<file path="config.mk">
export PLATFORM = sky130hd
export DESIGN_NAME = dma_rx_path
export DESIGN_NICKNAME = d
export VERILOG_FILES = /design/src/rtl/dma_pkg.sv /design/src/rtl/opc_wr_if.sv /design/src/rtl/dma_rx_path.sv /design/src/rtl/ext_rsp_track.sv /design/src/rtl/ext_cmd_issue.sv /design/src/rtl/tid_alloc.sv /design/src/rtl/ext_opc_buf.sv
export VERILOG_INCLUDE_DIRS = /design/src /design/src/include
export SDC_FILE = /design/constraint.sdc
export NUM_CORES = 1
export LEC_CHECK = 0
export ABC_CLOCK_PERIOD_IN_PS = 9100
export BUFFER_PORTS_ARGS = -buffer_cell sky130_fd_sc_hd__buf_2
export CORE_ASPECT_RATIO = 1.25
export CORE_UTILIZATION = 60
export CTS_CLUSTER_DIAMETER = 80
export DETAILED_ROUTE_END_ITERATION = 7
export HOLD_SLACK_MARGIN = 0.06
export PLACE_DENSITY = 0.82
export SYNTH_ARGS = -nofsm -noshare
export SYNTH_HDL_FRONTEND = slang
export SYNTH_HIERARCHICAL = 1
export SYNTH_SLANG_ARGS = --single-unit
export TNS_END_PERCENT = 10
</file>
<file path="constraint.sdc">
create_clock -name clk_i -period 9.1 [get_ports clk_i]
set_clock_uncertainty 0.15 [all_clocks]
set_input_delay 0 -clock clk_i [delete_from_list [all_inputs] [get_ports clk_i]]
set_output_delay 0 -clock clk_i [all_outputs]
set_load 0.1 [all_outputs]
</file>
<file path="src/include/dma_settings.svh">
`ifndef DMA_SETTINGS_SVH
`define DMA_SETTINGS_SVH

// External transaction id width
`define DMA_TID_WIDTH 4
// One opcode buffer entry and one free list slot per id
`define DMA_TID_DEPTH (1 << `DMA_TID_WIDTH)

// Command fields
`define DMA_OPC_WIDTH 12
`define DMA_LEN_WIDTH 15
`define DMA_TCDM_ADD_WIDTH 12
`define DMA_SID_WIDTH 2
`define DMA_EXT_ADD_WIDTH 32

// Byte offset inside one 64-bit beat
`define DMA_OFF_WIDTH 3

`endif
</file>
<file path="src/rtl/dma_pkg.sv">
`include "dma_settings.svh"

package dma_pkg;

   // Transaction id on the external bus
   typedef logic [`DMA_TID_WIDTH-1:0] tid_t;

   // Opcode, bit 0 set means load
   typedef logic [`DMA_OPC_WIDTH-1:0] opc_t;

   // Transfer length in bytes
   typedef logic [`DMA_LEN_WIDTH-1:0] len_t;

   // TCDM byte address
   typedef logic [`DMA_TCDM_ADD_WIDTH-1:0] tcdm_add_t;

   // Byte offset within a 64-bit beat
   typedef logic [`DMA_OFF_WIDTH-1:0] off_t;

   // Stream id for the synch pulse
   typedef logic [`DMA_SID_WIDTH-1:0] sid_t;

   // Context kept per outstanding id
   // 12 + 15 + 3 + 12 + 2 = 44 bits
   typedef struct packed
   {
      opc_t      opc;
      len_t      len;
      // Low address bits on the external side
      off_t      ext_off;
      tcdm_add_t tcdm_add;
      sid_t      sid;
   } opc_entry_t;

endpackage

</file>
<file path="src/rtl/opc_wr_if.sv">
interface opc_wr_if import dma_pkg::*;
   ();

   // Write strobe, one entry per edge
   logic       valid;
   // Target slot
   tid_t       tid;
   // Opcode context stored at tid
   opc_entry_t entry;

   // Issue side
   modport wr
   (
      output valid,
      output tid,
      output entry
   );

   // Buffer side
   modport rd
   (
      input valid,
      input tid,
      input entry
   );

endinterface

</file>
<file path="src/rtl/dma_rx_path.sv">
`include "dma_settings.svh"

module dma_rx_path import dma_pkg::*;
(
   input  logic                          clk_i,
   input  logic                          rst_ni,

   // Command
   input  logic                          cmd_valid_i,
   input  opc_t                          cmd_opc_i,
   input  len_t                          cmd_len_i,
   input  tcdm_add_t                     cmd_tcdm_add_i,
   input  logic [`DMA_EXT_ADD_WIDTH-1:0] cmd_ext_add_i,
   input  sid_t                          cmd_sid_i,
   output logic                          cmd_gnt_o,

   // External request
   output logic                          ext_req_valid_o,
   output tid_t                          ext_req_tid_o,
   output logic [`DMA_EXT_ADD_WIDTH-1:0] ext_req_add_o,
   output len_t                          ext_req_len_o,

   // External response
   input  logic                          ext_rsp_valid_i,
   input  tid_t                          ext_rsp_tid_i,
   input  logic                          ext_rsp_last_i,

   // TCDM command
   output logic                          tcdm_req_valid_o,
   output opc_t                          tcdm_opc_o,
   output tcdm_add_t                     tcdm_add_o,
   output len_t                          tcdm_len_o,
   output off_t                          tcdm_ext_off_o,
   output off_t                          tcdm_tcdm_off_o,

   // Synch
   output logic                          synch_valid_o,
   output sid_t                          synch_sid_o
);

   // Free list links
   tid_t free_tid;
   logic avail;
   logic take;
   logic rel;
   tid_t rel_tid;

   // Buffer read links
   tid_t      rd_tid;
   opc_t      buf_opc;
   len_t      buf_len;
   tcdm_add_t buf_add;
   off_t      buf_ext_off;
   off_t      buf_tcdm_off;
   sid_t      buf_sid;

   opc_wr_if opc_wr ();

   ext_cmd_issue i_issue
   (
      .cmd_valid_i    (cmd_valid_i),
      .cmd_opc_i      (cmd_opc_i),
      .cmd_len_i      (cmd_len_i),
      .cmd_tcdm_add_i (cmd_tcdm_add_i),
      .cmd_ext_add_i  (cmd_ext_add_i),
      .cmd_sid_i      (cmd_sid_i),
      .cmd_gnt_o      (cmd_gnt_o),
      .free_tid_i     (free_tid),
      .avail_i        (avail),
      .take_o         (take),
      .wr_if          (opc_wr.wr),
      .ext_req_valid_o(ext_req_valid_o),
      .ext_req_tid_o  (ext_req_tid_o),
      .ext_req_add_o  (ext_req_add_o),
      .ext_req_len_o  (ext_req_len_o)
   );

   tid_alloc i_alloc
   (
      .clk_i         (clk_i),
      .rst_ni        (rst_ni),
      .take_i        (take),
      .free_tid_o    (free_tid),
      .avail_o       (avail),
      .release_i     (rel),
      .release_tid_i (rel_tid)
   );

   ext_opc_buf i_buf
   (
      .clk_i      (clk_i),
      .rst_ni     (rst_ni),
      .wr_if      (opc_wr.rd),
      .rd_tid_i   (rd_tid),
      .tcdm_opc_o (buf_opc),
      .tcdm_len_o (buf_len),
      .tcdm_add_o (buf_add),
      .ext_off_o  (buf_ext_off),
      .tcdm_off_o (buf_tcdm_off),
      .sid_o      (buf_sid)
   );

   ext_rsp_track i_track
   (
      .clk_i            (clk_i),
      .rst_ni           (rst_ni),
      .ext_rsp_valid_i  (ext_rsp_valid_i),
      .ext_rsp_tid_i    (ext_rsp_tid_i),
      .ext_rsp_last_i   (ext_rsp_last_i),
      .rd_tid_o         (rd_tid),
      .opc_i            (buf_opc),
      .len_i            (buf_len),
      .add_i            (buf_add),
      .ext_off_i        (buf_ext_off),
      .tcdm_off_i       (buf_tcdm_off),
      .sid_i            (buf_sid),
      .tcdm_req_valid_o (tcdm_req_valid_o),
      .tcdm_opc_o       (tcdm_opc_o),
      .tcdm_add_o       (tcdm_add_o),
      .tcdm_len_o       (tcdm_len_o),
      .tcdm_ext_off_o   (tcdm_ext_off_o),
      .tcdm_tcdm_off_o  (tcdm_tcdm_off_o),
      .release_o        (rel),
      .release_tid_o    (rel_tid),
      .synch_valid_o    (synch_valid_o),
      .synch_sid_o      (synch_sid_o)
   );

endmodule

</file>
<file path="src/rtl/ext_rsp_track.sv">
`include "dma_settings.svh"

module ext_rsp_track import dma_pkg::*;
(
   input  logic      clk_i,
   input  logic      rst_ni,

   // External response beats
   input  logic      ext_rsp_valid_i,
   input  tid_t      ext_rsp_tid_i,
   input  logic      ext_rsp_last_i,

   // Opcode buffer lookup
   output tid_t      rd_tid_o,
   input  opc_t      opc_i,
   input  len_t      len_i,
   input  tcdm_add_t add_i,
   input  off_t      ext_off_i,
   input  off_t      tcdm_off_i,
   input  sid_t      sid_i,

   // TCDM command per beat
   output logic      tcdm_req_valid_o,
   output opc_t      tcdm_opc_o,
   output tcdm_add_t tcdm_add_o,
   output len_t      tcdm_len_o,
   output off_t      tcdm_ext_off_o,
   output off_t      tcdm_tcdm_off_o,

   // Id back to the free list
   output logic      release_o,
   output tid_t      release_tid_o,

   // Transfer done
   output logic      synch_valid_o,
   output sid_t      synch_sid_o
);

   // Enough for len/8 beats plus one for misalignment
   typedef logic [`DMA_LEN_WIDTH-3:0] beat_t;

   beat_t beat_q;
   logic  done_q;
   tid_t  done_tid_q;
   sid_t  done_sid_q;

   // Transaction in progress, for checking
   logic  busy_q;
   tid_t  cur_tid_q;

   // Length rounded up to whole beats
   logic [`DMA_LEN_WIDTH:0] len_rnd;
   beat_t                   max_beats;

   // Buffer read follows the beat id
   assign rd_tid_o = ext_rsp_tid_i;

   // One TCDM command per beat
   assign tcdm_req_valid_o = ext_rsp_valid_i;
   assign tcdm_opc_o       = opc_i;
   // Base plus 8 bytes per beat
   assign tcdm_add_o       = add_i + tcdm_add_t'({beat_q, 3'b000});
   assign tcdm_len_o       = len_i;
   assign tcdm_ext_off_o   = ext_off_i;
   assign tcdm_tcdm_off_o  = tcdm_off_i;

   // Beat index and transaction state
   always_ff @(posedge clk_i or negedge rst_ni)
   begin
      if (!rst_ni)
      begin
         beat_q <= '0;
         busy_q <= 1'b0;
         done_q <= 1'b0;
      end
      else
      begin
         done_q <= ext_rsp_valid_i & ext_rsp_last_i;
         if (ext_rsp_valid_i)
         begin
            // Restart on the last beat
            beat_q <= ext_rsp_last_i ? '0 : beat_q + 1'b1;
            busy_q <= ~ext_rsp_last_i;
         end
      end
   end

   // Payload captured with each beat
   always_ff @(posedge clk_i)
   begin
      if (ext_rsp_valid_i)
      begin
         done_tid_q <= ext_rsp_tid_i;
         done_sid_q <= sid_i;
         cur_tid_q  <= ext_rsp_tid_i;
      end
   end

   // Release and synch leave together, one cycle after the last beat
   assign release_o     = done_q;
   assign release_tid_o = done_tid_q;
   assign synch_valid_o = done_q;
   assign synch_sid_o   = done_sid_q;

   assign len_rnd   = {1'b0, len_i} + 7;
   assign max_beats = len_rnd[`DMA_LEN_WIDTH:3];

   // Beats of one transaction arrive back to back
   a_tid_stable : assert property (@(posedge clk_i) disable iff (!rst_ni)
      (ext_rsp_valid_i && busy_q) |-> (ext_rsp_tid_i == cur_tid_q));

   // Never more beats than the stored length allows
   a_beat_bound : assert property (@(posedge clk_i) disable iff (!rst_ni)
      ext_rsp_valid_i |-> (beat_q < max_beats));

endmodule

</file>
<file path="src/rtl/ext_cmd_issue.sv">
`include "dma_settings.svh"

module ext_cmd_issue import dma_pkg::*;
(
   // Command from the channel
   input  logic                          cmd_valid_i,
   input  opc_t                          cmd_opc_i,
   input  len_t                          cmd_len_i,
   input  tcdm_add_t                     cmd_tcdm_add_i,
   input  logic [`DMA_EXT_ADD_WIDTH-1:0] cmd_ext_add_i,
   input  sid_t                          cmd_sid_i,
   output logic                          cmd_gnt_o,

   // Free list head
   input  tid_t                          free_tid_i,
   input  logic                          avail_i,
   output logic                          take_o,

   // Opcode buffer write
   opc_wr_if.wr                          wr_if,

   // External request
   output logic                          ext_req_valid_o,
   output tid_t                          ext_req_tid_o,
   output logic [`DMA_EXT_ADD_WIDTH-1:0] ext_req_add_o,
   output len_t                          ext_req_len_o
);

   logic gnt;

   // Grant only while an id is free and let the source hold otherwise
   assign gnt       = cmd_valid_i & avail_i;
   assign cmd_gnt_o = gnt;

   // Pop the id on grant
   assign take_o = gnt;

   // Store the context under the id just taken
   assign wr_if.valid          = gnt;
   assign wr_if.tid            = free_tid_i;
   assign wr_if.entry.opc      = cmd_opc_i;
   assign wr_if.entry.len      = cmd_len_i;
   // Low external address bits for realignment
   assign wr_if.entry.ext_off  = cmd_ext_add_i[`DMA_OFF_WIDTH-1:0];
   assign wr_if.entry.tcdm_add = cmd_tcdm_add_i;
   assign wr_if.entry.sid      = cmd_sid_i;

   // Request goes out in the grant cycle
   assign ext_req_valid_o = gnt;
   assign ext_req_tid_o   = free_tid_i;
   assign ext_req_add_o   = cmd_ext_add_i;
   assign ext_req_len_o   = cmd_len_i;

endmodule

</file>
<file path="src/rtl/tid_alloc.sv">
`include "dma_settings.svh"

module tid_alloc import dma_pkg::*;
(
   input  logic clk_i,
   input  logic rst_ni,

   // Pop side toward the issue unit
   input  logic take_i,
   output tid_t free_tid_o,
   output logic avail_o,

   // Push side from the response tracker
   input  logic release_i,
   input  tid_t release_tid_i
);

   // Count needs one extra bit for the full state
   typedef logic [`DMA_TID_WIDTH:0] cnt_t;

   // Circular free list
   tid_t fifo_q [`DMA_TID_DEPTH];
   tid_t rd_ptr_q;
   tid_t wr_ptr_q;
   cnt_t count_q;

   // One bit per id in flight
   logic [`DMA_TID_DEPTH-1:0] out_q;

   // Head of the list
   assign free_tid_o = fifo_q[rd_ptr_q];
   assign avail_o    = (count_q != '0);

   // Storage and pointers
   always_ff @(posedge clk_i or negedge rst_ni)
   begin
      if (!rst_ni)
      begin
         // Ids 0 upward, list full
         for (int i = 0; i < `DMA_TID_DEPTH; i++)
         begin
            fifo_q[i] <= tid_t'(i);
         end
         rd_ptr_q <= '0;
         wr_ptr_q <= '0;
         count_q  <= cnt_t'(`DMA_TID_DEPTH);
      end
      else
      begin
         if (release_i)
         begin
            fifo_q[wr_ptr_q] <= release_tid_i;
            wr_ptr_q         <= wr_ptr_q + 1'b1;
         end
         if (take_i)
         begin
            rd_ptr_q <= rd_ptr_q + 1'b1;
         end
         // Simultaneous take and release leave the count alone
         case ({take_i, release_i})
            2'b10:   count_q <= count_q - 1'b1;
            2'b01:   count_q <= count_q + 1'b1;
            default: count_q <= count_q;
         endcase
      end
   end

   // Outstanding bitmap
   always_ff @(posedge clk_i or negedge rst_ni)
   begin
      if (!rst_ni)
      begin
         out_q <= '0;
      end
      else
      begin
         if (take_i)
         begin
            out_q[free_tid_o] <= 1'b1;
         end
         if (release_i)
         begin
            out_q[release_tid_i] <= 1'b0;
         end
      end
   end

   // Only ids handed out earlier may come back
   a_release_outstanding : assert property (@(posedge clk_i) disable iff (!rst_ni)
      release_i |-> out_q[release_tid_i]);

   // Issue must wait for a free id
   a_take_not_empty : assert property (@(posedge clk_i) disable iff (!rst_ni)
      take_i |-> avail_o);

endmodule

</file>
<file path="src/rtl/ext_opc_buf.sv">
`include "dma_settings.svh"

module ext_opc_buf import dma_pkg::*;
(
   input  logic      clk_i,
   input  logic      rst_ni,

   // Write port from the issue unit
   opc_wr_if.rd      wr_if,

   // Read port toward the response tracker
   input  tid_t      rd_tid_i,
   output opc_t      tcdm_opc_o,
   output len_t      tcdm_len_o,
   output tcdm_add_t tcdm_add_o,
   output off_t      ext_off_o,
   output off_t      tcdm_off_o,
   output sid_t      sid_o
);

   // One entry per transaction id
   opc_entry_t mem_q [`DMA_TID_DEPTH];

   // Entry selected by the response id
   opc_entry_t rd_entry;

   // Write on the issue strobe
   always_ff @(posedge clk_i or negedge rst_ni)
   begin
      if (!rst_ni)
      begin
         for (int i = 0; i < `DMA_TID_DEPTH; i++)
         begin
            mem_q[i] <= '0;
         end
      end
      else if (wr_if.valid)
      begin
         mem_q[wr_if.tid] <= wr_if.entry;
      end
   end

   // Combinational read, same cycle as the beat
   assign rd_entry = mem_q[rd_tid_i];

   // External load becomes a TCDM store and vice versa
   always_comb
   begin
      tcdm_opc_o    = rd_entry.opc;
      tcdm_opc_o[0] = ~rd_entry.opc[0];
   end

   assign tcdm_len_o = rd_entry.len;
   assign tcdm_add_o = rd_entry.tcdm_add;
   assign ext_off_o  = rd_entry.ext_off;

   // Realignment offset on the TCDM side
   assign tcdm_off_o = rd_entry.tcdm_add[`DMA_OFF_WIDTH-1:0];

   assign sid_o = rd_entry.sid;

endmodule

</file>
==> Implementation_results.wiki <==
{| class="wikitable"
! Metric !! Value
|-
| Status || completed
|-
| Crit path cell chain || dlygate4sd3_1 -> buf_8 -> buf_4 -> mux4_2 -> a22oi_1 -> nand2_1 -> ha_1 -> a21oi_1 -> o21a_1 -> o31ai_1 -> xnor2_1 -> buf_2
|-
| Total of warnings raised by yosys || 6
|-
| Port Buf Inserts || about 130
|-
| Most instantiated library cell after synthesis || mux2_2
|-
| Via Count || 21000
|-
| Number of antenna violations at the first check in global routing || 4
|-
| Number of CTS-inserted buffers || 77
|-
| Cell depth of the worst min-delay path || 2
|-
| CTS clock-pin slew for the worst setup and hold paths || 60 ps
|-
| Global-route congestion overflow total || 0
|-
| Part of the cycle the worst path needs || 0.537
|-
| Actual transition at the worst max-transition pin || about 1100 ps
|-
| WP data required || between 8000 and 9000 ps
|-
| Reg-to-reg critical path endpoint || i_buf/mem_q[270]$_DFFE_PN0P_
|-
| Worst IR Drop VDD || around 0.25 mV
|-
| Synth unique cells || 57
|-
| WL/cell || 25.8 um
|-
| Largest stage delay on the critical path || 940 ps
|-
| Placement Rows || 101
|-
| Finished Layout Cells || around 3300
|-
| FF-to-FF setup slack || 4850 ps
|-
| Cell with the largest stage delay on the worst path || buf_4
|-
| Capturing instance or port of the critical path || tcdm_add_o[11]
|-
| Worst flop-to-flop path startpoint || i_alloc/rd_ptr_q[1]$_DFFE_PN0P_
|-
| Mapped cell area || 37100 sq um
|-
| Placed instance count || 3070
|-
| Antenna violation net count after detailed routing || 0
|-
| Type of element capturing the critical path || output pin
|-
| Startpoint types || input port
|-
| Number of filler instances in the final layout || 4192
|-
| Number of cells on the critical path || 12
|-
| Post-CTS resize count || 0
|-
| Depth of the worst register-to-register path || 7
|-
| DRC Markers || 0
|-
| Final count of negative-setup-slack endpoints || 0
|-
| Worst-case headroom to the max-slew limit || 0.263
|-
| Post-route minimum period || 4890 ps
|-
| Number of levels the H-tree was split into || 3
|-
| Insertion delay to the later sink of the worst-skew pair || 620 ps
|-
| Portion of the post-synthesis area used by sequential elements || 0.539
|-
| Final Net Count || around 2500
|-
| Deepest clock path buffer count || 3
|-
| Beginning of the critical path || ext_rsp_tid_i[0]
|-
| Number of buffers and inverters on the critical path || 4
|-
| CTS tree || done
|-
| Die Footprint || 62900 sq um
|-
| Overall Global Routing Usage || 0.281
|-
| Delay-heaviest family, CP || buffers and inverters
|-
| Clock network fraction of design power || 0.250
|-
| Synthesized net count || 2528
|-
| Max Clock Freq || 0.204 GHz
|-
| First-pass detailed-route iteration total || 6
|-
| Number of DRC markers after the initial detailed-route iteration || 1818
|-
| Number of I/O pins || 184
|-
| M2 GR Usage || 0.465
|-
| Internal Pwr Total || 8.50 mW
|-
| Die width || 224 um
|-
| Wire length of the first global-routing pass || 135 mm
|-
| Via count of the first global-routing pass || ~23000
|-
| Multi-input logic area || between 15000 and 20000 sq um
|-
| Final hold violation count || 0
|-
| Share of layout cells above drive strength 1 || 0.523
|-
| Final RePlAce weighted congestion || 0.858
|-
| Pin count of the biggest net entering global routing || 174
|-
| Effective utilization at floorplan || 0.610
|-
| Average instance area after synthesis || 15.3 sq um
|-
| Register Area || 20000 sq um
|-
| Area leader, netlist || dfrtp_1
|-
| Dominant cells by area after synthesis || dfrtp_1 (51%), mux2_2 (23%), mux4_2 (12%)
|-
| Dominant synthesized flop cell || dfrtp_1
|-
| Final wirelength || 85.0 mm
|-
| Comb power frac || 0.337
|-
| Total negative setup slack || 0 ps
|-
| Reported max-cap violation count || 0
|-
| Grt met1 use || 0.388
|-
| Clk sinks || ~800
|-
| Area of all placed cells without fillers || roughly 41000 sq um
|-
| Highest net fanout along the worst path || 79
|-
| Die height || 280 um
|-
| Part of the total power dissipated in sequential elements || 0.412
|-
| Fraction of registers with async set or reset after synthesis || 0.992
|-
| Via/cell ratio || 6.37
|-
| Cell types with the highest counts after synthesis || mux2_2 (772), dfrtp_1 (758), mux4_2 (192)
|-
| Number of enable flip-flop cells after synthesis || 6
|-
| Switching share of power || 0.332
|-
| Power per cell area || 314 nW/um^2
|-
| Area share of the largest cell type after synthesis || 0.511
|-
| Setup repair after global routing missed its margin || false
|-
| Area growth from synthesis to layout || 9.31%
|-
| Leakage power summed over all cells || 18.6 nW
|-
| DPL Wire Length || about 45 mm
|-
| Sw power || between 4 and 5 mW
|-
| Core Area || 60900 sq um
|-
| Cell count after synthesis || 2426
|-
| Met3 usage || 0.0405
|-
| Final core utilization || 0.666
|-
| Count of final max-slew check failures || 0
|-
| Grt peak-use layer || met2
|-
| Synthesis-stage register bit count || about 800
|-
| Arrival time at the worst endpoint || 4740 ps
|-
| Worst hold path type || in2reg
|-
| Placement-stage cell area || ~37000 sq um
|-
| Cell chosen for the clock root || clkbuf_16
|-
| Worst setup path category || in2out
|}
[logic make-up (layout without fill, tap and decap cells)]
group | count (synthesis) | in the layout | share of synthesized area
simple gates | 154 | 154 | 0.0203
xor+xnor | 20 | 20 | 0.00472
other cells | 0 | 1 | 0
flops | 797 | 797 | 0.539
mux | 965 | 965 | 0.351
buf+inv | 346 | 387 | 0.0535
fa+ha+maj | 20 | 20 | 0.00714
compound gates | 124 | 124 | 0.0244
[layout by cell type, fill, tap and decap left out, drive strengths merged, types with 2 or more instances in the layout]
| master | netlist | final |
|---|---|---|
| dfstp | 33 | 33 |
| inv | 10 | 11 |
| nor4 | 2 | 2 |
| a21oi | 8 | 8 |
| clkinvlp | 0 | 2 |
| mux2 | 772 | 772 |
| buf | 247 | 157 |
| nor2b | 5 | 5 |
| nor3 | 8 | 8 |
| clkinv | 0 | 12 |
| xnor2 | 15 | 15 |
| xor2 | 5 | 5 |
| fa | 2 | 2 |
| nor2 | 23 | 23 |
| a21o | 4 | 4 |
| clkbuf | 89 | 117 |
| o22ai | 2 | 2 |
| mux4 | 192 | 192 |
| and2 | 6 | 6 |
| edfxtp | 6 | 6 |
| a22o | 2 | 2 |
| or3 | 3 | 3 |
| ha | 18 | 18 |
| bufinv | 0 | 5 |
| nor3b | 3 | 3 |
| dlygate4sd3 | 0 | 83 |
| nand4 | 3 | 3 |
| nand2 | 76 | 76 |
| and3 | 2 | 2 |
| a22oi | 90 | 90 |
| nand3 | 13 | 13 |
| o21ai | 8 | 8 |
| nand2b | 2 | 2 |
| nand3b | 5 | 5 |
| dfrtp | 758 | 758 |
[power groups by stage]
stage          Combinational [mW]  Clock (mW)  Sequential (mW)
2_1_floorplan                3.60           0             5.05
3_3_place_gp                 4.03           0             5.20
3_5_place_dp                 4.20           0             5.29
4_1_cts                      4.30        3.25             5.24
5_1_grt                      4.52        3.39             5.37
6_report                     4.29        3.19             5.25
[worst register-to-register path: cells and delay by family, from the launching register on]
| family | cells | cell delay [ps] |
|---|---|---|
| simple gates | 3 | 1530 |
| mux | 2 | 870 |
| flops | 1 | 780 |
| buf+inv | 1 | 550 |
| compound gates | 1 | 240 |
[state kept, by name, indices dropped and copies added (netlist names)]
| signal | cells |
|---|---|
| i_alloc/count_q | 5 |
| i_track/beat_q | 9 |
| i_alloc/wr_ptr_q | 4 |
| i_track/release_tid_o | 4 |
| i_buf/mem_q | 704 |
| i_alloc/fifo_q | 64 |
| i_alloc/rd_ptr_q | 4 |
| i_track/release_o | 1 |
| i_track/synch_sid_o | 2 |
[what timing repair did]
| item | in CTS | in global routing |
|---|---|---|
| setup buffers | 0 | 0 |
| hold endpoints to repair | 888 | 0 |
| hold buffers | 84 | 0 |
[worst min-delay path by stage]
stage | to | start | slack, ps
after floorplan | i_alloc/count_q[0]$_DFFE_PN0P_ | rst_ni | -450
after global placement | ext_req_add_o[27] | cmd_ext_add_i[27] | -150
after detailed placement | ext_req_add_o[27] | cmd_ext_add_i[27] | -150
after CTS | i_track/release_tid_o[3]$_DFFE_PP_ | ext_rsp_tid_i[3] | 80
after global routing | i_track/release_tid_o[3]$_DFFE_PP_ | ext_rsp_tid_i[3] | 100
final | i_track/release_tid_o[3]$_DFFE_PP_ | ext_rsp_tid_i[3] | 110
[cell type report]
type	count	area share
clock buffer	117	0.0555
tap	824	0.0254
multi-input combinational	1283	0.375
clock inverter	20	0.00632
sequential	797	0.493
antenna	1	0.0000617
inverter	10	0.000925
timing repair buffer	240	0.0436
[per-stage QoR]
step / worst slack (ps) / power (mW) / hold slack [ps]
CTS: 4160 / 12.8 / 81.1
finish: 4210 / 12.7 / 106
floorplan: 4790 / 8.65 / -446
global route: 3840 / 13.3 / 101
detailed placement: 4790 / 9.49 / -149
global placement: 4770 / 9.23 / -149
[per-layer routing]
| layer | up-vias | part of all wire | wire, um |
|---|---|---|---|
| li1 | 8748 | - | - |
| met1 | 11400 | 0.42 | 35400 |
| met2 | 650 | 0.50 | 42800 |
| met3 | 153 | 0.054 | 4610 |
| met4 | 6 | 0.025 | 2110 |
| met5 | - | 0.00044 | 37 |
No activity file was read; power rests on OpenSTA's default activity.
